===== src/design/aes_defines.svh =====
`ifndef AES_DEFINES_SVH
`define AES_DEFINES_SVH

////////////////////////////////////////////////////////////
// Sizes shared by the RTL and the testbench
////////////////////////////////////////////////////////////

// Bytes in one AES state block
`define AES_BLOCK_BYTES 16

// Wishbone byte address width
// Covers 16 key bytes plus data and status registers
`define WB_ADDR_W 5

// Result bytes held before the host reads them
// Power of two so the FIFO pointers wrap on their own
`define RESULT_FIFO_DEPTH 16

`endif


===== src/design/busPkg.sv =====
`default_nettype none

`include "aes_defines.svh"

package busPkg;

    ////////////////////////////////////////////////////////////
    // Wishbone classic, 8-bit data
    ////////////////////////////////////////////////////////////

    // Master to slave
    typedef struct packed {
        logic                  cyc;
        logic                  stb;
        logic                  we;
        logic [`WB_ADDR_W-1:0] adr;
        logic [7:0]            dat;
    } wbReqT;

    // Slave to master
    typedef struct packed {
        logic       ack;
        logic [7:0] dat;
    } wbRspT;

    // Register map
    // KEY0..KEY15 write only, one round-key byte each
    // STATUS bit 0 result available, bit 1 input ready
    typedef enum logic [`WB_ADDR_W-1:0] {
        KEY[16]  = 5'h00,
        DATA_IN  = 5'h10,
        DATA_OUT = 5'h11,
        STATUS   = 5'h12
    } regAddrE;

endpackage

`default_nettype wire


===== src/design/aesPkg.sv =====
`default_nettype none

`include "aes_defines.svh"

package aesPkg;

    ////////////////////////////////////////////////////////////
    // Stream and key types
    ////////////////////////////////////////////////////////////

    // One byte on a valid/ready link, ready runs separately
    typedef struct packed {
        logic       valid;
        logic [7:0] data;
    } byteStreamT;

    // Byte i applies to state index i = row + 4 * column
    typedef logic [`AES_BLOCK_BYTES-1:0][7:0] keyBlockT;

    // Per-bank state in the row shifter
    typedef enum logic [1:0] {
        EMPTY,
        FULL,
        DRAINING
    } bankStateE;

    ////////////////////////////////////////////////////////////
    // Inverse S-box
    ////////////////////////////////////////////////////////////

    // FIPS-197 table, one row per high nibble
    // Entry 0 sits in the leftmost byte
    localparam logic [0:255][7:0] INV_SBOX = {
        128'h52096ad53036a538bf40a39e81f3d7fb,
        128'h7ce339829b2fff87348e4344c4dee9cb,
        128'h547b9432a6c2233dee4c950b42fac34e,
        128'h082ea16628d924b2765ba2496d8bd125,
        128'h72f8f66486689816d4a45ccc5d65b692,
        128'h6c704850fdedb9da5e154657a78d9d84,
        128'h90d8ab008cbcd30af7e45805b8b34506,
        128'hd02c1e8fca3f0f02c1afbd0301138a6b,
        128'h3a9111414f67dcea97f2cfcef0b4e673,
        128'h96ac7422e7ad3585e2f937e81c75df6e,
        128'h47f11a711d29c5896fb7620eaa18be1b,
        128'hfc563e4bc6d279209adbc0fe78cd5af4,
        128'h1fdda8338807c731b11210592780ec5f,
        128'h60517fa919b54a0d2de57a9f93c99cef,
        128'ha0e03b4dae2af5b0c8ebbb3c83539961,
        128'h172b047eba77d626e169146355210c7d
    };

    // Plain table lookup
    function automatic logic [7:0] invSbox(input logic [7:0] b);
        return INV_SBOX[b];
    endfunction

endpackage

`default_nettype wire


===== src/design/wbSlaveRegs.sv =====
`timescale 1ns/10ps
`default_nettype none

`include "aes_defines.svh"

module wbSlaveRegs (
    input  logic               clock,
    input  logic               arstN,
    input  busPkg::wbReqT      wbReq,
    output busPkg::wbRspT      wbRsp,
    output aesPkg::byteStreamT inStream,
    input  logic               inReady,
    output aesPkg::keyBlockT   roundKey,
    input  logic [7:0]         resultByte,
    input  logic [4:0]         resultCount,
    output logic               resultPop
);

    typedef enum logic [1:0] {IDLE, WAIT_PUSH, WAIT_POP, ACK} busStateE;

    busStateE        state;
    busPkg::regAddrE addr;
    logic            request;
    logic            isKey;
    logic            isPush;
    logic            isPop;
    logic            pushDone;
    logic            haveResult;
    logic [7:0]      statusByte;
    logic [7:0]      readData;

    ////////////////////////////////////////////////////////////
    // Address decode
    ////////////////////////////////////////////////////////////
    assign request = wbReq.cyc && wbReq.stb;
    assign addr    = busPkg::regAddrE'(wbReq.adr);
    // Upper address half holds the data and status registers
    assign isKey   = !wbReq.adr[`WB_ADDR_W-1];
    assign isPush  = request && wbReq.we && (addr == busPkg::DATA_IN);
    assign isPop   = request && !wbReq.we && (addr == busPkg::DATA_OUT);

    // Push straight from the held bus data
    assign inStream.valid = isPush && (state == IDLE || state == WAIT_PUSH);
    assign inStream.data  = wbReq.dat;
    assign pushDone       = inStream.valid && inReady;

    // Pop only when the FIFO has something
    assign haveResult = (resultCount != 5'd0);
    assign resultPop  = isPop && (state == IDLE || state == WAIT_POP) && haveResult;

    assign statusByte = {6'b000000, inReady, haveResult};

    ////////////////////////////////////////////////////////////
    // Bus FSM and key store
    ////////////////////////////////////////////////////////////
    always_ff @(posedge clock or negedge arstN) begin
        if (!arstN) begin
            state    <= IDLE;
            roundKey <= '0;
        end else begin
            case (state)
                IDLE: begin
                    if (isPush) begin
                        state <= pushDone ? ACK : WAIT_PUSH;
                    end else if (isPop) begin
                        state <= resultPop ? ACK : WAIT_POP;
                    end else if (request) begin
                        state <= ACK;
                        if (wbReq.we && isKey) begin
                            roundKey[wbReq.adr[3:0]] <= wbReq.dat;
                        end
                    end
                end
                // Stalled by the row shifter
                WAIT_PUSH: if (pushDone) state <= ACK;
                // Stalled on an empty FIFO
                WAIT_POP:  if (resultPop) state <= ACK;
                // One-cycle ack, then back for the next request
                default:   state <= IDLE;
            endcase
        end
    end

    // Read data, popped byte wins over status
    always_ff @(posedge clock) begin
        if (resultPop) begin
            readData <= resultByte;
        end else if (state == IDLE && request && !wbReq.we) begin
            readData <= (addr == busPkg::STATUS) ? statusByte : 8'h00;
        end
    end

    assign wbRsp.ack = (state == ACK);
    assign wbRsp.dat = readData;

endmodule

`default_nettype wire


===== src/design/invShiftRows.sv =====
`timescale 1ns/10ps
`default_nettype none

`include "aes_defines.svh"

module invShiftRows (
    input  logic               clock,
    input  logic               arstN,
    input  aesPkg::byteStreamT inStream,
    output logic               inReady,
    output aesPkg::byteStreamT outStream,
    input  logic               outReady
);

    // Two banks, one fills while the other drains
    logic [7:0]        bankMem [2][`AES_BLOCK_BYTES];
    aesPkg::bankStateE bankState [2];
    logic [$clog2(`AES_BLOCK_BYTES)-1:0] wrIdx [2];
    logic [$clog2(`AES_BLOCK_BYTES)-1:0] rdIdx [2];

    logic       fillSel;
    logic       drainSel;
    logic       inFire;
    logic       outFire;
    logic [1:0] outRow;
    logic [1:0] outCol;
    logic [1:0] srcCol;
    logic [$clog2(`AES_BLOCK_BYTES)-1:0] srcIdx;

    ////////////////////////////////////////////////////////////
    // Handshakes
    ////////////////////////////////////////////////////////////

    // Fill bank still busy means both banks hold data
    assign inReady = (bankState[fillSel] == aesPkg::EMPTY);
    assign inFire  = inStream.valid && inReady;

    assign outStream.valid = (bankState[drainSel] != aesPkg::EMPTY);
    assign outFire         = outStream.valid && outReady;

    // Output byte (r, c) comes from input byte (r, c - r)
    assign outRow = rdIdx[drainSel][1:0];
    assign outCol = rdIdx[drainSel][3:2];
    assign srcCol = outCol - outRow;
    assign srcIdx = {srcCol, outRow};

    assign outStream.data = bankMem[drainSel][srcIdx];

    ////////////////////////////////////////////////////////////
    // Bank control
    ////////////////////////////////////////////////////////////
    always_ff @(posedge clock or negedge arstN) begin
        if (!arstN) begin
            fillSel  <= 1'b0;
            drainSel <= 1'b0;
            for (int b = 0; b < 2; b++) begin
                bankState[b] <= aesPkg::EMPTY;
                wrIdx[b]     <= '0;
                rdIdx[b]     <= '0;
            end
        end else begin
            // Sixteenth byte closes the bank and flips the fill side
            if (inFire) begin
                wrIdx[fillSel] <= wrIdx[fillSel] + 1'b1;
                if (wrIdx[fillSel] == 4'(`AES_BLOCK_BYTES - 1)) begin
                    bankState[fillSel] <= aesPkg::FULL;
                    fillSel            <= !fillSel;
                end
            end
            // Last byte out frees the bank for the fill side
            if (outFire) begin
                rdIdx[drainSel] <= rdIdx[drainSel] + 1'b1;
                if (rdIdx[drainSel] == 4'(`AES_BLOCK_BYTES - 1)) begin
                    bankState[drainSel] <= aesPkg::EMPTY;
                    drainSel            <= !drainSel;
                end else begin
                    bankState[drainSel] <= aesPkg::DRAINING;
                end
            end
        end
    end

    // Bank storage, written in arrival order
    always_ff @(posedge clock) begin
        if (inFire) begin
            bankMem[fillSel][wrIdx[fillSel]] <= inStream.data;
        end
    end

endmodule

`default_nettype wire


===== src/design/invSubKeyAdd.sv =====
`timescale 1ns/10ps
`default_nettype none

`include "aes_defines.svh"

module invSubKeyAdd (
    input  logic               clock,
    input  logic               arstN,
    input  aesPkg::byteStreamT inStream,
    output logic               inReady,
    input  aesPkg::keyBlockT   roundKey,
    input  logic               resultPop,
    output logic [7:0]         resultByte,
    output logic [4:0]         resultCount
);

    logic [7:0] fifoMem [`RESULT_FIFO_DEPTH];
    logic [$clog2(`RESULT_FIFO_DEPTH)-1:0] wrPtr;
    logic [$clog2(`RESULT_FIFO_DEPTH)-1:0] rdPtr;
    logic [4:0] count;

    // Position within the block, selects the key byte
    logic [$clog2(`AES_BLOCK_BYTES)-1:0] bytePos;

    logic       stageValid;
    logic [7:0] stageByte;
    logic       inFire;
    logic       popFire;

    ////////////////////////////////////////////////////////////
    // Flow control
    ////////////////////////////////////////////////////////////

    // Room needed for the staged byte and the new one
    assign inReady = (count + {4'b0000, stageValid}) < 5'(`RESULT_FIFO_DEPTH);
    assign inFire  = inStream.valid && inReady;
    // Ignore pops on an empty FIFO
    assign popFire = resultPop && (count != 5'd0);

    always_ff @(posedge clock or negedge arstN) begin
        if (!arstN) begin
            stageValid <= 1'b0;
            bytePos    <= '0;
            wrPtr      <= '0;
            rdPtr      <= '0;
            count      <= '0;
        end else begin
            stageValid <= inFire;
            if (inFire) bytePos <= bytePos + 1'b1;
            // Staged byte always lands in the FIFO next cycle
            if (stageValid) wrPtr <= wrPtr + 1'b1;
            if (popFire) rdPtr <= rdPtr + 1'b1;
            count <= count + {4'b0000, stageValid} - {4'b0000, popFire};
        end
    end

    ////////////////////////////////////////////////////////////
    // Datapath
    ////////////////////////////////////////////////////////////

    // InvSubBytes then AddRoundKey
    always_ff @(posedge clock) begin
        if (inFire) begin
            stageByte <= aesPkg::invSbox(inStream.data) ^ roundKey[bytePos];
        end
        if (stageValid) begin
            fifoMem[wrPtr] <= stageByte;
        end
    end

    // Show-ahead head of the FIFO
    assign resultByte  = fifoMem[rdPtr];
    assign resultCount = count;

endmodule

`default_nettype wire


===== src/design/aesInvFinalRound.sv =====
`timescale 1ns/10ps
`default_nettype none

module aesInvFinalRound (
    input  logic          clock,
    input  logic          arstN,
    input  busPkg::wbReqT wbReq,
    output busPkg::wbRspT wbRsp
);

    // Bus side to row shifter
    aesPkg::byteStreamT shiftIn;
    logic               shiftInReady;
    // Row shifter to substitution and key add
    aesPkg::byteStreamT shiftOut;
    logic               subInReady;
    // Key and result path back to the bus
    aesPkg::keyBlockT   roundKey;
    logic [7:0]         resultByte;
    logic [4:0]         resultCount;
    logic               resultPop;

    wbSlaveRegs wbSlaveRegs_i (
        .clock       (clock),
        .arstN       (arstN),
        .wbReq       (wbReq),
        .wbRsp       (wbRsp),
        .inStream    (shiftIn),
        .inReady     (shiftInReady),
        .roundKey    (roundKey),
        .resultByte  (resultByte),
        .resultCount (resultCount),
        .resultPop   (resultPop)
    );

    invShiftRows invShiftRows_i (
        .clock     (clock),
        .arstN     (arstN),
        .inStream  (shiftIn),
        .inReady   (shiftInReady),
        .outStream (shiftOut),
        .outReady  (subInReady)
    );

    invSubKeyAdd invSubKeyAdd_i (
        .clock       (clock),
        .arstN       (arstN),
        .inStream    (shiftOut),
        .inReady     (subInReady),
        .roundKey    (roundKey),
        .resultPop   (resultPop),
        .resultByte  (resultByte),
        .resultCount (resultCount)
    );

endmodule

`default_nettype wire


===== config.mk =====
export PLATFORM = sky130hd
export DESIGN_NAME = aesInvFinalRound
export DESIGN_NICKNAME = d
export VERILOG_FILES = /design/src/design/busPkg.sv /design/src/design/aesPkg.sv /design/src/design/wbSlaveRegs.sv /design/src/design/invShiftRows.sv /design/src/design/invSubKeyAdd.sv /design/src/design/aesInvFinalRound.sv
export VERILOG_INCLUDE_DIRS = /design/src /design/src/design
export SDC_FILE = /design/constraint.sdc
export NUM_CORES = 1
export LEC_CHECK = 0
export BUFFER_PORTS_ARGS = -buffer_cell sky130_fd_sc_hd__clkbuf_2
export CORE_MARGIN = 5
export CORE_UTILIZATION = 64
export DETAILED_ROUTE_END_ITERATION = 10
export PLACE_DENSITY_LB_ADDON = 0.08
export SETUP_SLACK_MARGIN = 0.2
export SLEW_MARGIN = 20
export SYNTH_ARGS = -nofsm -noshare
export SYNTH_HDL_FRONTEND = slang
export SYNTH_SLANG_ARGS = --single-unit

===== constraint.sdc =====
create_clock -name clock -period 8.3 [get_ports clock]
set_clock_uncertainty 0.15 [all_clocks]
set_input_delay 0 -clock clock [delete_from_list [all_inputs] [get_ports clock]]
set_output_delay 0 -clock clock [all_outputs]
set_load 0.05 [all_outputs]

* Word level (Yosys, flattened, before mapping)
Memory sizes are Yosys's and may differ from the RTL's.
Cells that the tools add are included.
** Operators by class
- Add/sub/neg operators :: 8
- Magnitude comparators :: 12
- Equal/unequal tests :: 11
- Muxes and demuxes :: 53
- Bitwise logic cells :: 16
- Reduce and logical (&&, ||, !) cells :: 33
** Operator list (number)
- $bwmux 128 :: 1
- $mux 128 :: 1
- $mux 8 :: 9
- $bmux 8 s4 :: 2
- $demux 8 s4 :: 2
- $mux 4 :: 12
- $mux 2 :: 15
- $add 4x1->4 const B :: 5
- $logic_and 1x1->1 :: 18
- $bwmux 8 :: 2
- $eq 5x5->1 const B :: 3
- $ge 5x5->1 const B :: 2
- $lt 4x5->1 const B :: 2
- $not 4->5 :: 2
- $ge 9x9->1 const B :: 1
- $not 8->9 :: 1
- $demux 4 s1 :: 2
- $eq 4x4->1 const B :: 2
- $xor 8x8->8 :: 1
- $pmux 2 s3 :: 1
- $add 5x1->5 :: 1
- $lt 5x1->1 const B :: 1
- $lt 5x5->1 const B :: 1
- $reduce_and 5->1 :: 1
- 25 further kinds :: 45
** Storage, ports and cells
- Flip-flop bits (word level) :: 186
- Memory bits (writable) :: 384
- ROM bits :: 2048
- Input bits :: 18
- Output and inout port bits :: 9
- Logic and storage cells :: 168
- Memories kept :: 3
** Memories
- (no name shown) :: depth 256, bits a word 8, rd ports 1, clocked after Yosys merged registers in 0, wr ports 0, line aesPkg.sv:54 : return INV_SBOX[b];
- invShiftRows_i.bankMem :: depth 2, bits a word 128, rd ports 1, clocked after Yosys merged registers in 0, wr ports 1, line invShiftRows.sv:16 : logic [7:0] bankMem [2][`AES_BLOCK_BYTES];
- invSubKeyAdd_i.fifoMem :: depth 16, bits a word 8, rd ports 1, clocked after Yosys merged registers in 0, wr ports 1, line invSubKeyAdd.sv:17 : logic [7:0] fifoMem [`RESULT_FIFO_DEPTH];

* Longest topological paths before layout
- Depth after elaboration :: 14
- Gate-level depth with buffers :: 27
- Mapped depth without buffers :: 16

* Hierarchy
A second synthesis with hierarchy kept.
** Unflattened totals
- Cells, all modules :: 1802
- Area, all modules :: 27325.0 um^2
** By module, submodules not included
- invShiftRows :: instances 1, cells an instance 599, area an instance 11180.7 um^2, sequential area each 8237.9 um^2
- invSubKeyAdd :: instances 1, cells an instance 851, area an instance 10595.2 um^2, sequential area each 4534.3 um^2
- wbSlaveRegs :: instances 1, cells an instance 352, area an instance 5549.1 um^2, sequential area each 3493.4 um^2

* Least setup slack after synthesis
OpenSTA, ideal clock, no wires.
- Path kind :: register to register
- Start point :: register invShiftRows_i.drainSel
- End point :: register invSubKeyAdd_i.stageByte[1], data pin
- Setup time :: 257 ps
- Arrival time :: 5726 ps
- Required time :: 7893 ps
- Setup slack :: 2167 ps
- Cell stages (with the launch flop) :: 24
- Path buffers :: 11
- Clock period less this slack :: 6133 ps
- Cells stage by stage :: dfrtp_1 -> buf_2 -> buf_2 -> buf_2 -> buf_1 -> clkbuf_1 -> mux2i_1 -> ha_1 -> buf_6 -> xor3_2 -> buf_6 -> mux2i_4 -> buf_6 -> mux4_2 -> buf_2 -> ha_1 -> clkbuf_1 -> clkbuf_1 -> nand2_1 -> o211a_1 -> o22ai_1 -> a211oi_1 -> or4_1 -> xor2_1
** Between the ends
- Word-level cells in the longest chain between the ends :: 14
- Elaborated cells on any way between the ends :: 15
- Those cells by class :: add/sub: 1; mux: 8; bitwise: 4; memory: 2
** RTL lines
- start, declared :: line invShiftRows.sv:22 : logic drainSel;
- start signal, assigned :: line invShiftRows.sv:75 : drainSel <= !drainSel;
- $not 1->2 (implied by the code) :: line invShiftRows.sv:42, invShiftRows.sv:43
- $mux 4 (implied by the code) :: line invShiftRows.sv:42 : assign outRow = rdIdx[drainSel][1:0];
- $mux 4 (implied by the code) (2 in series) :: line invShiftRows.sv:43 : assign outCol = rdIdx[drainSel][3:2];
- $sub 2x2->2 :: line invShiftRows.sv:44 : assign srcCol = outCol - outRow;
- $not 4->5 (implied by the code) :: line invShiftRows.sv:47 : assign outStream.data = bankMem[drainSel][srcIdx];
- $bmux 8 s4 * :: line invShiftRows.sv:47
- $mux 8 (implied by the code) * (2 in series) :: line invShiftRows.sv:47
- $not 8->9 (implied by the code) * :: line aesPkg.sv:54
- $mem_v2 256x8 *
- $mux 8 (implied by the code) * (2 in series) :: line aesPkg.sv:54
- $xor 8x8->8 * :: line invSubKeyAdd.sv:64 : stageByte <= aesPkg::invSbox(inStream.data) ^ roundKey[bytePos];
- end signal, assigned :: line invSubKeyAdd.sv:64
- end, declared :: line invSubKeyAdd.sv:26 : logic [7:0] stageByte;
Every way passes the cells marked *; elsewhere a longest branch is shown, timed or not. The select of a mux whose other input is x is not followed.
A chain may end at the register's enable or synchronous reset.

* Worst setup path after layout
- Start point :: register invShiftRows_i.drainSel
- End point :: register invSubKeyAdd_i.stageByte[3], data pin
The elaborated chain is that of the path after synthesis.

==> impl_metrics.csv <==
group,metric,value,unit
sta,slew-limit-headroom,20.4,%
placed_design,io_buffer_count,26,
worst_setup_path,worst-endpoint-arrival,6.90,ns
global_routing,global_routing_usage_summed_across_all_routing_layers,33.8,%
sta,rsz0062_at_grt,"false",
floorplan,design.portCount,27,
sta,final_max_slew_viol_count,0,
synthesis,synth_edf_count,400,
synthesis,netlist_instances,2001,
job,maxCapViolations,0,
routing,wire_per_inst,30.3,um
synthesis,post_synth_top_flop,"edfxtp_1",
pwr,irDropWorstVdd,0.000223,V
finish,post_route_insts_no_fill,2632,
finish,post-route-util,70.5,%
finish,relative_area_change_from_synthesis_to_final_layout,9.18,%
routing,firstDrtPassIters,6,
placed_design,gpl.final_weighted_congestion,1.00,
synthesis,synth_async_sr_flop_share,29.8,%
worst_setup_path,endpoint_kind,"flop",
sta,finalSetupTns,0,ns
global_routing,grt_antenna_before_repair,1,
worst_setup_path,critical_path.startpoint_type,"flop",
finish,layout.area.seq,16300,um2
worst_setup_path,timing.critical_path.cells,"o21ai_0, ha_1, buf_4, xor3_2, mux2i_4, mux4_2, inv_1, ha_1, nor2_1, o32ai_1, o22ai_1, o311ai_1, o211ai_1, xnor2_1",
synthesis,synth.net_count,2058,
clock_tree,clk_latency,0.64,ns
sta,min_clock_period_post_route,6.66,ns
outcome,run_status,"complete, no violations",
floorplan,chipHeight,218,um
routing,drt_iter0_markers,2716,
synthesis,synth_cell_types,94,
clock_tree,cts-root-to-sink-buffers,3,
finish,multi_input_area,10700,um2
pwr,static-leakage-power,10.9,nW
clock_tree,tritoncts,"done",
worst_setup_path,worst-setup-path-type,"flop to flop",
sta,setup_viol_count_final,0,
global_routing,grt_pass1_wl,120000,um
clock_tree,cts_sinks,570,
worst_setup_path,cp_common_cell,"ha_1",
global_routing,vias_in_the_first_global_route,18800,
worst_setup_path,crit_path_max_incr_delay,0.79,ns
worst_setup_path,regToRegSetupSlack,1.64,ns
global_routing,grt_remaining_overflow,0,
routing,routed_wl,79700,um
synthesis,yosys_register_bits,570,
synthesis,yosysWarnings,0,
synthesis,synth-seq-area-share,58.6,%
global_routing,pin_count_of_the_biggest_net_entering_global_routing,64,
floorplan,fp.coreArea,43000,um2
finish,final_nets,2056,
clock_tree,numCtsBuffers,55,
worst_setup_path,critPathSlowestCell,"ha_1",
routing,via_count,18700,
routing,viasPerCell,7.09,
finish,fill_cell_count,2873,
worst_setup_path,worst_path_top_cell_family_by_delay,"compound AO/OA/AOI/OAI gates",
finish,share_of_layout_cells_above_drive_strength_1,22.5,%
worst_setup_path,critPathBufInv,2,
sta,fmax,150,MHz
placed_design,place.detailed.instances,2511,
sta,hold_violations,0,
floorplan,floorplan.rows,76,
floorplan,floorplan.die.width,218,um
clock_tree,cts.repair.resized,0,
clock_tree,ctsRootBufferMaster,"clkbuf_16",
worst_hold_path,class_of_the_tightest_hold_or_removal_check,"input pin to flop",
clock_tree,clk_transition_reported_paths,0.07,ns
placed_design,hpwl,51200,um
synthesis,syn_area,27800,um2
floorplan,fp.dieArea,47700,um2
floorplan,initial_utilization,64.6,%
worst_setup_path,required,8.53,ns
pwr,power-per-cell-area,196,nW/um2
clock_tree,cts_max_level,2,
routing,drc_violations_left,0,
synthesis,syn_avg_cell_area,13.9,um2
routing,drt.antenna.violating_nets,0,
worst_setup_path,timing.critical_path.fanout_max,27,
sta,worst_pin_slew,1.19,ns
sta,min_period_over_period,80.3,%
final timing paths:
path | cells after the start | start | endpoint
worst min-delay path | 4 | wbReq[9] | wbSlaveRegs_i.roundKey[14]$_DFFE_PN0P_
worst min register to register | 1 | invShiftRows_i.wrIdx[0]$_DFFE_PN0P_ | invShiftRows_i.wrIdx[0]$_DFFE_PN0P_
max in group asynchronous | 4 | arstN | wbSlaveRegs_i.roundKey[50]$_DFFE_PN0P_
worst max-delay path | 14 | invShiftRows_i.drainSel$_DFFE_PN0P_ | invSubKeyAdd_i.stageByte[3]$_DFFE_PP_
worst max register to register | 14 | invShiftRows_i.drainSel$_DFFE_PN0P_ | invSubKeyAdd_i.stageByte[3]$_DFFE_PP_
min in group asynchronous | 4 | arstN | invSubKeyAdd_i.rdPtr[1]$_DFFE_PN0P_
repair_timing:
| item | 4_1_cts | 5_1_grt |
|---|---|---|
| hold endpoints to repair | 191 | 0 |
| setup buffers | 0 | 0 |
| hold buffers | 16 | 0 |
worst min-delay path, delay by kind of cell:
kind | cells | cell delay [ns]
buffers and inverters | 1 | 0.13
multiplexers | 1 | 0.23
AND/OR/NAND/NOR | 2 | 0.49
layout by cell type (no fill, tap or decap), drive strengths merged, types with 13 or more instances in the layout:
cell type,count
a211oi,28
a21oi,49
a221oi,40
a311oi,19
a31oi,15
buf,51
clkbuf,97
clkinv,23
dfrtp,170
dlygate4sd3,15
edfxtp,400
ha,39
inv,26
mux2,171
mux2i,89
mux4,93
nand2,132
nand2b,15
nand3,46
nor2,137
nor2b,17
nor3,39
o211ai,16
o21ai,52
o22ai,35
o311ai,13
xnor2,27
cells by family (layout without fill, tap and decap cells):
group                    Yosys count  in the layout  share of synthesized area, %
AO/OA/AOI/OAI                    380            380                          10.1
XOR/XNOR                          41             41                          1.51
adder cells (fa/ha/maj)           39             39                          1.76
buffers and inverters            175            220                          2.91
flip-flops                       570            570                          58.6
multiplexers                     353            353                          17.7
other                              0              1                             0
AND/OR/NAND/NOR                  443            443                          7.45
per-layer routing:
| metal | GRT usage, % | up-vias | routed length, um |
|---|---|---|---|
| met3 | 6.07 | 261 | 7300 |
| met5 | 0 | - | 0 |
| met1 | 46.1 | 9371 | 30000 |
| li1 | - | 7858 | - |
| met2 | 55.0 | 1177 | 38600 |
| met4 | 13.2 | 0 | 3800 |
cells in the mapped netlist (all sizes together) (40+ instances only):
cell	instances	share of area (%)
o21ai	52	0.94
nand2	132	1.8
mux2	171	6.9
a221oi	40	1.3
mux2i	89	3.3
mux4	93	7.5
edfxtp	400	43
clkbuf	68	0.92
buf	82	1.7
a21oi	49	0.88
nor2	137	1.9
dfrtp	170	15
nand3	46	0.83
through the flow:
step	setup slack [ns]	area [um2]	total power, W	hold WS (ns)
after global routing	1.40	30300	0.00614	0.125
after global placement	1.86	28300	0.00349	-0.117
after CTS	1.86	30300	0.00597	0.0648
final	1.64	30300	0.00595	0.0961
after detailed placement	1.84	28300	0.00350	-0.103
after floorplan	2.17	27800	0.00339	-0.446
power by group:
| part | internal (W) | switching (W) | total (W) |
|---|---|---|---|
| clock | 0.00139 | 0.00110 | 0.00249 |
| combinational | 0.000154 | 0.000178 | 0.000332 |
| sequential | 0.00310 | 0.0000354 | 0.00314 |
| total | 0.00465 | 0.00131 | 0.00595 |
area by class of cell:
class                      count  share of cell area (%)
antenna                        1                 0.00825
clock buffer                  72                    4.85
clock inverter                32                    1.09
inverter                      25                   0.309
multi-input combinational   1256                    35.4
sequential                   570                    53.7
tap                          585                    2.41
timing repair buffer          91                    2.29
flip-flops by register name, indices dropped and copies added, names as in the netlist:
name                        count
invShiftRows_i.bankMem        256
invSubKeyAdd_i.fifoMem        128
wbSlaveRegs_i.roundKey        128
invShiftRows_i.rdIdx            8
invShiftRows_i.wrIdx            8
invSubKeyAdd_i.stageByte        8
wbSlaveRegs_i.readData          8
invSubKeyAdd_i.resultCount      5
invShiftRows_i.bankState        4
invSubKeyAdd_i.bytePos          4
invSubKeyAdd_i.rdPtr            4
invSubKeyAdd_i.wrPtr            4
wbSlaveRegs_i.state             2
invShiftRows_i.drainSel         1
invShiftRows_i.fillSel          1
invSubKeyAdd_i.stageValid       1
(Power assumes the default switching activity.)
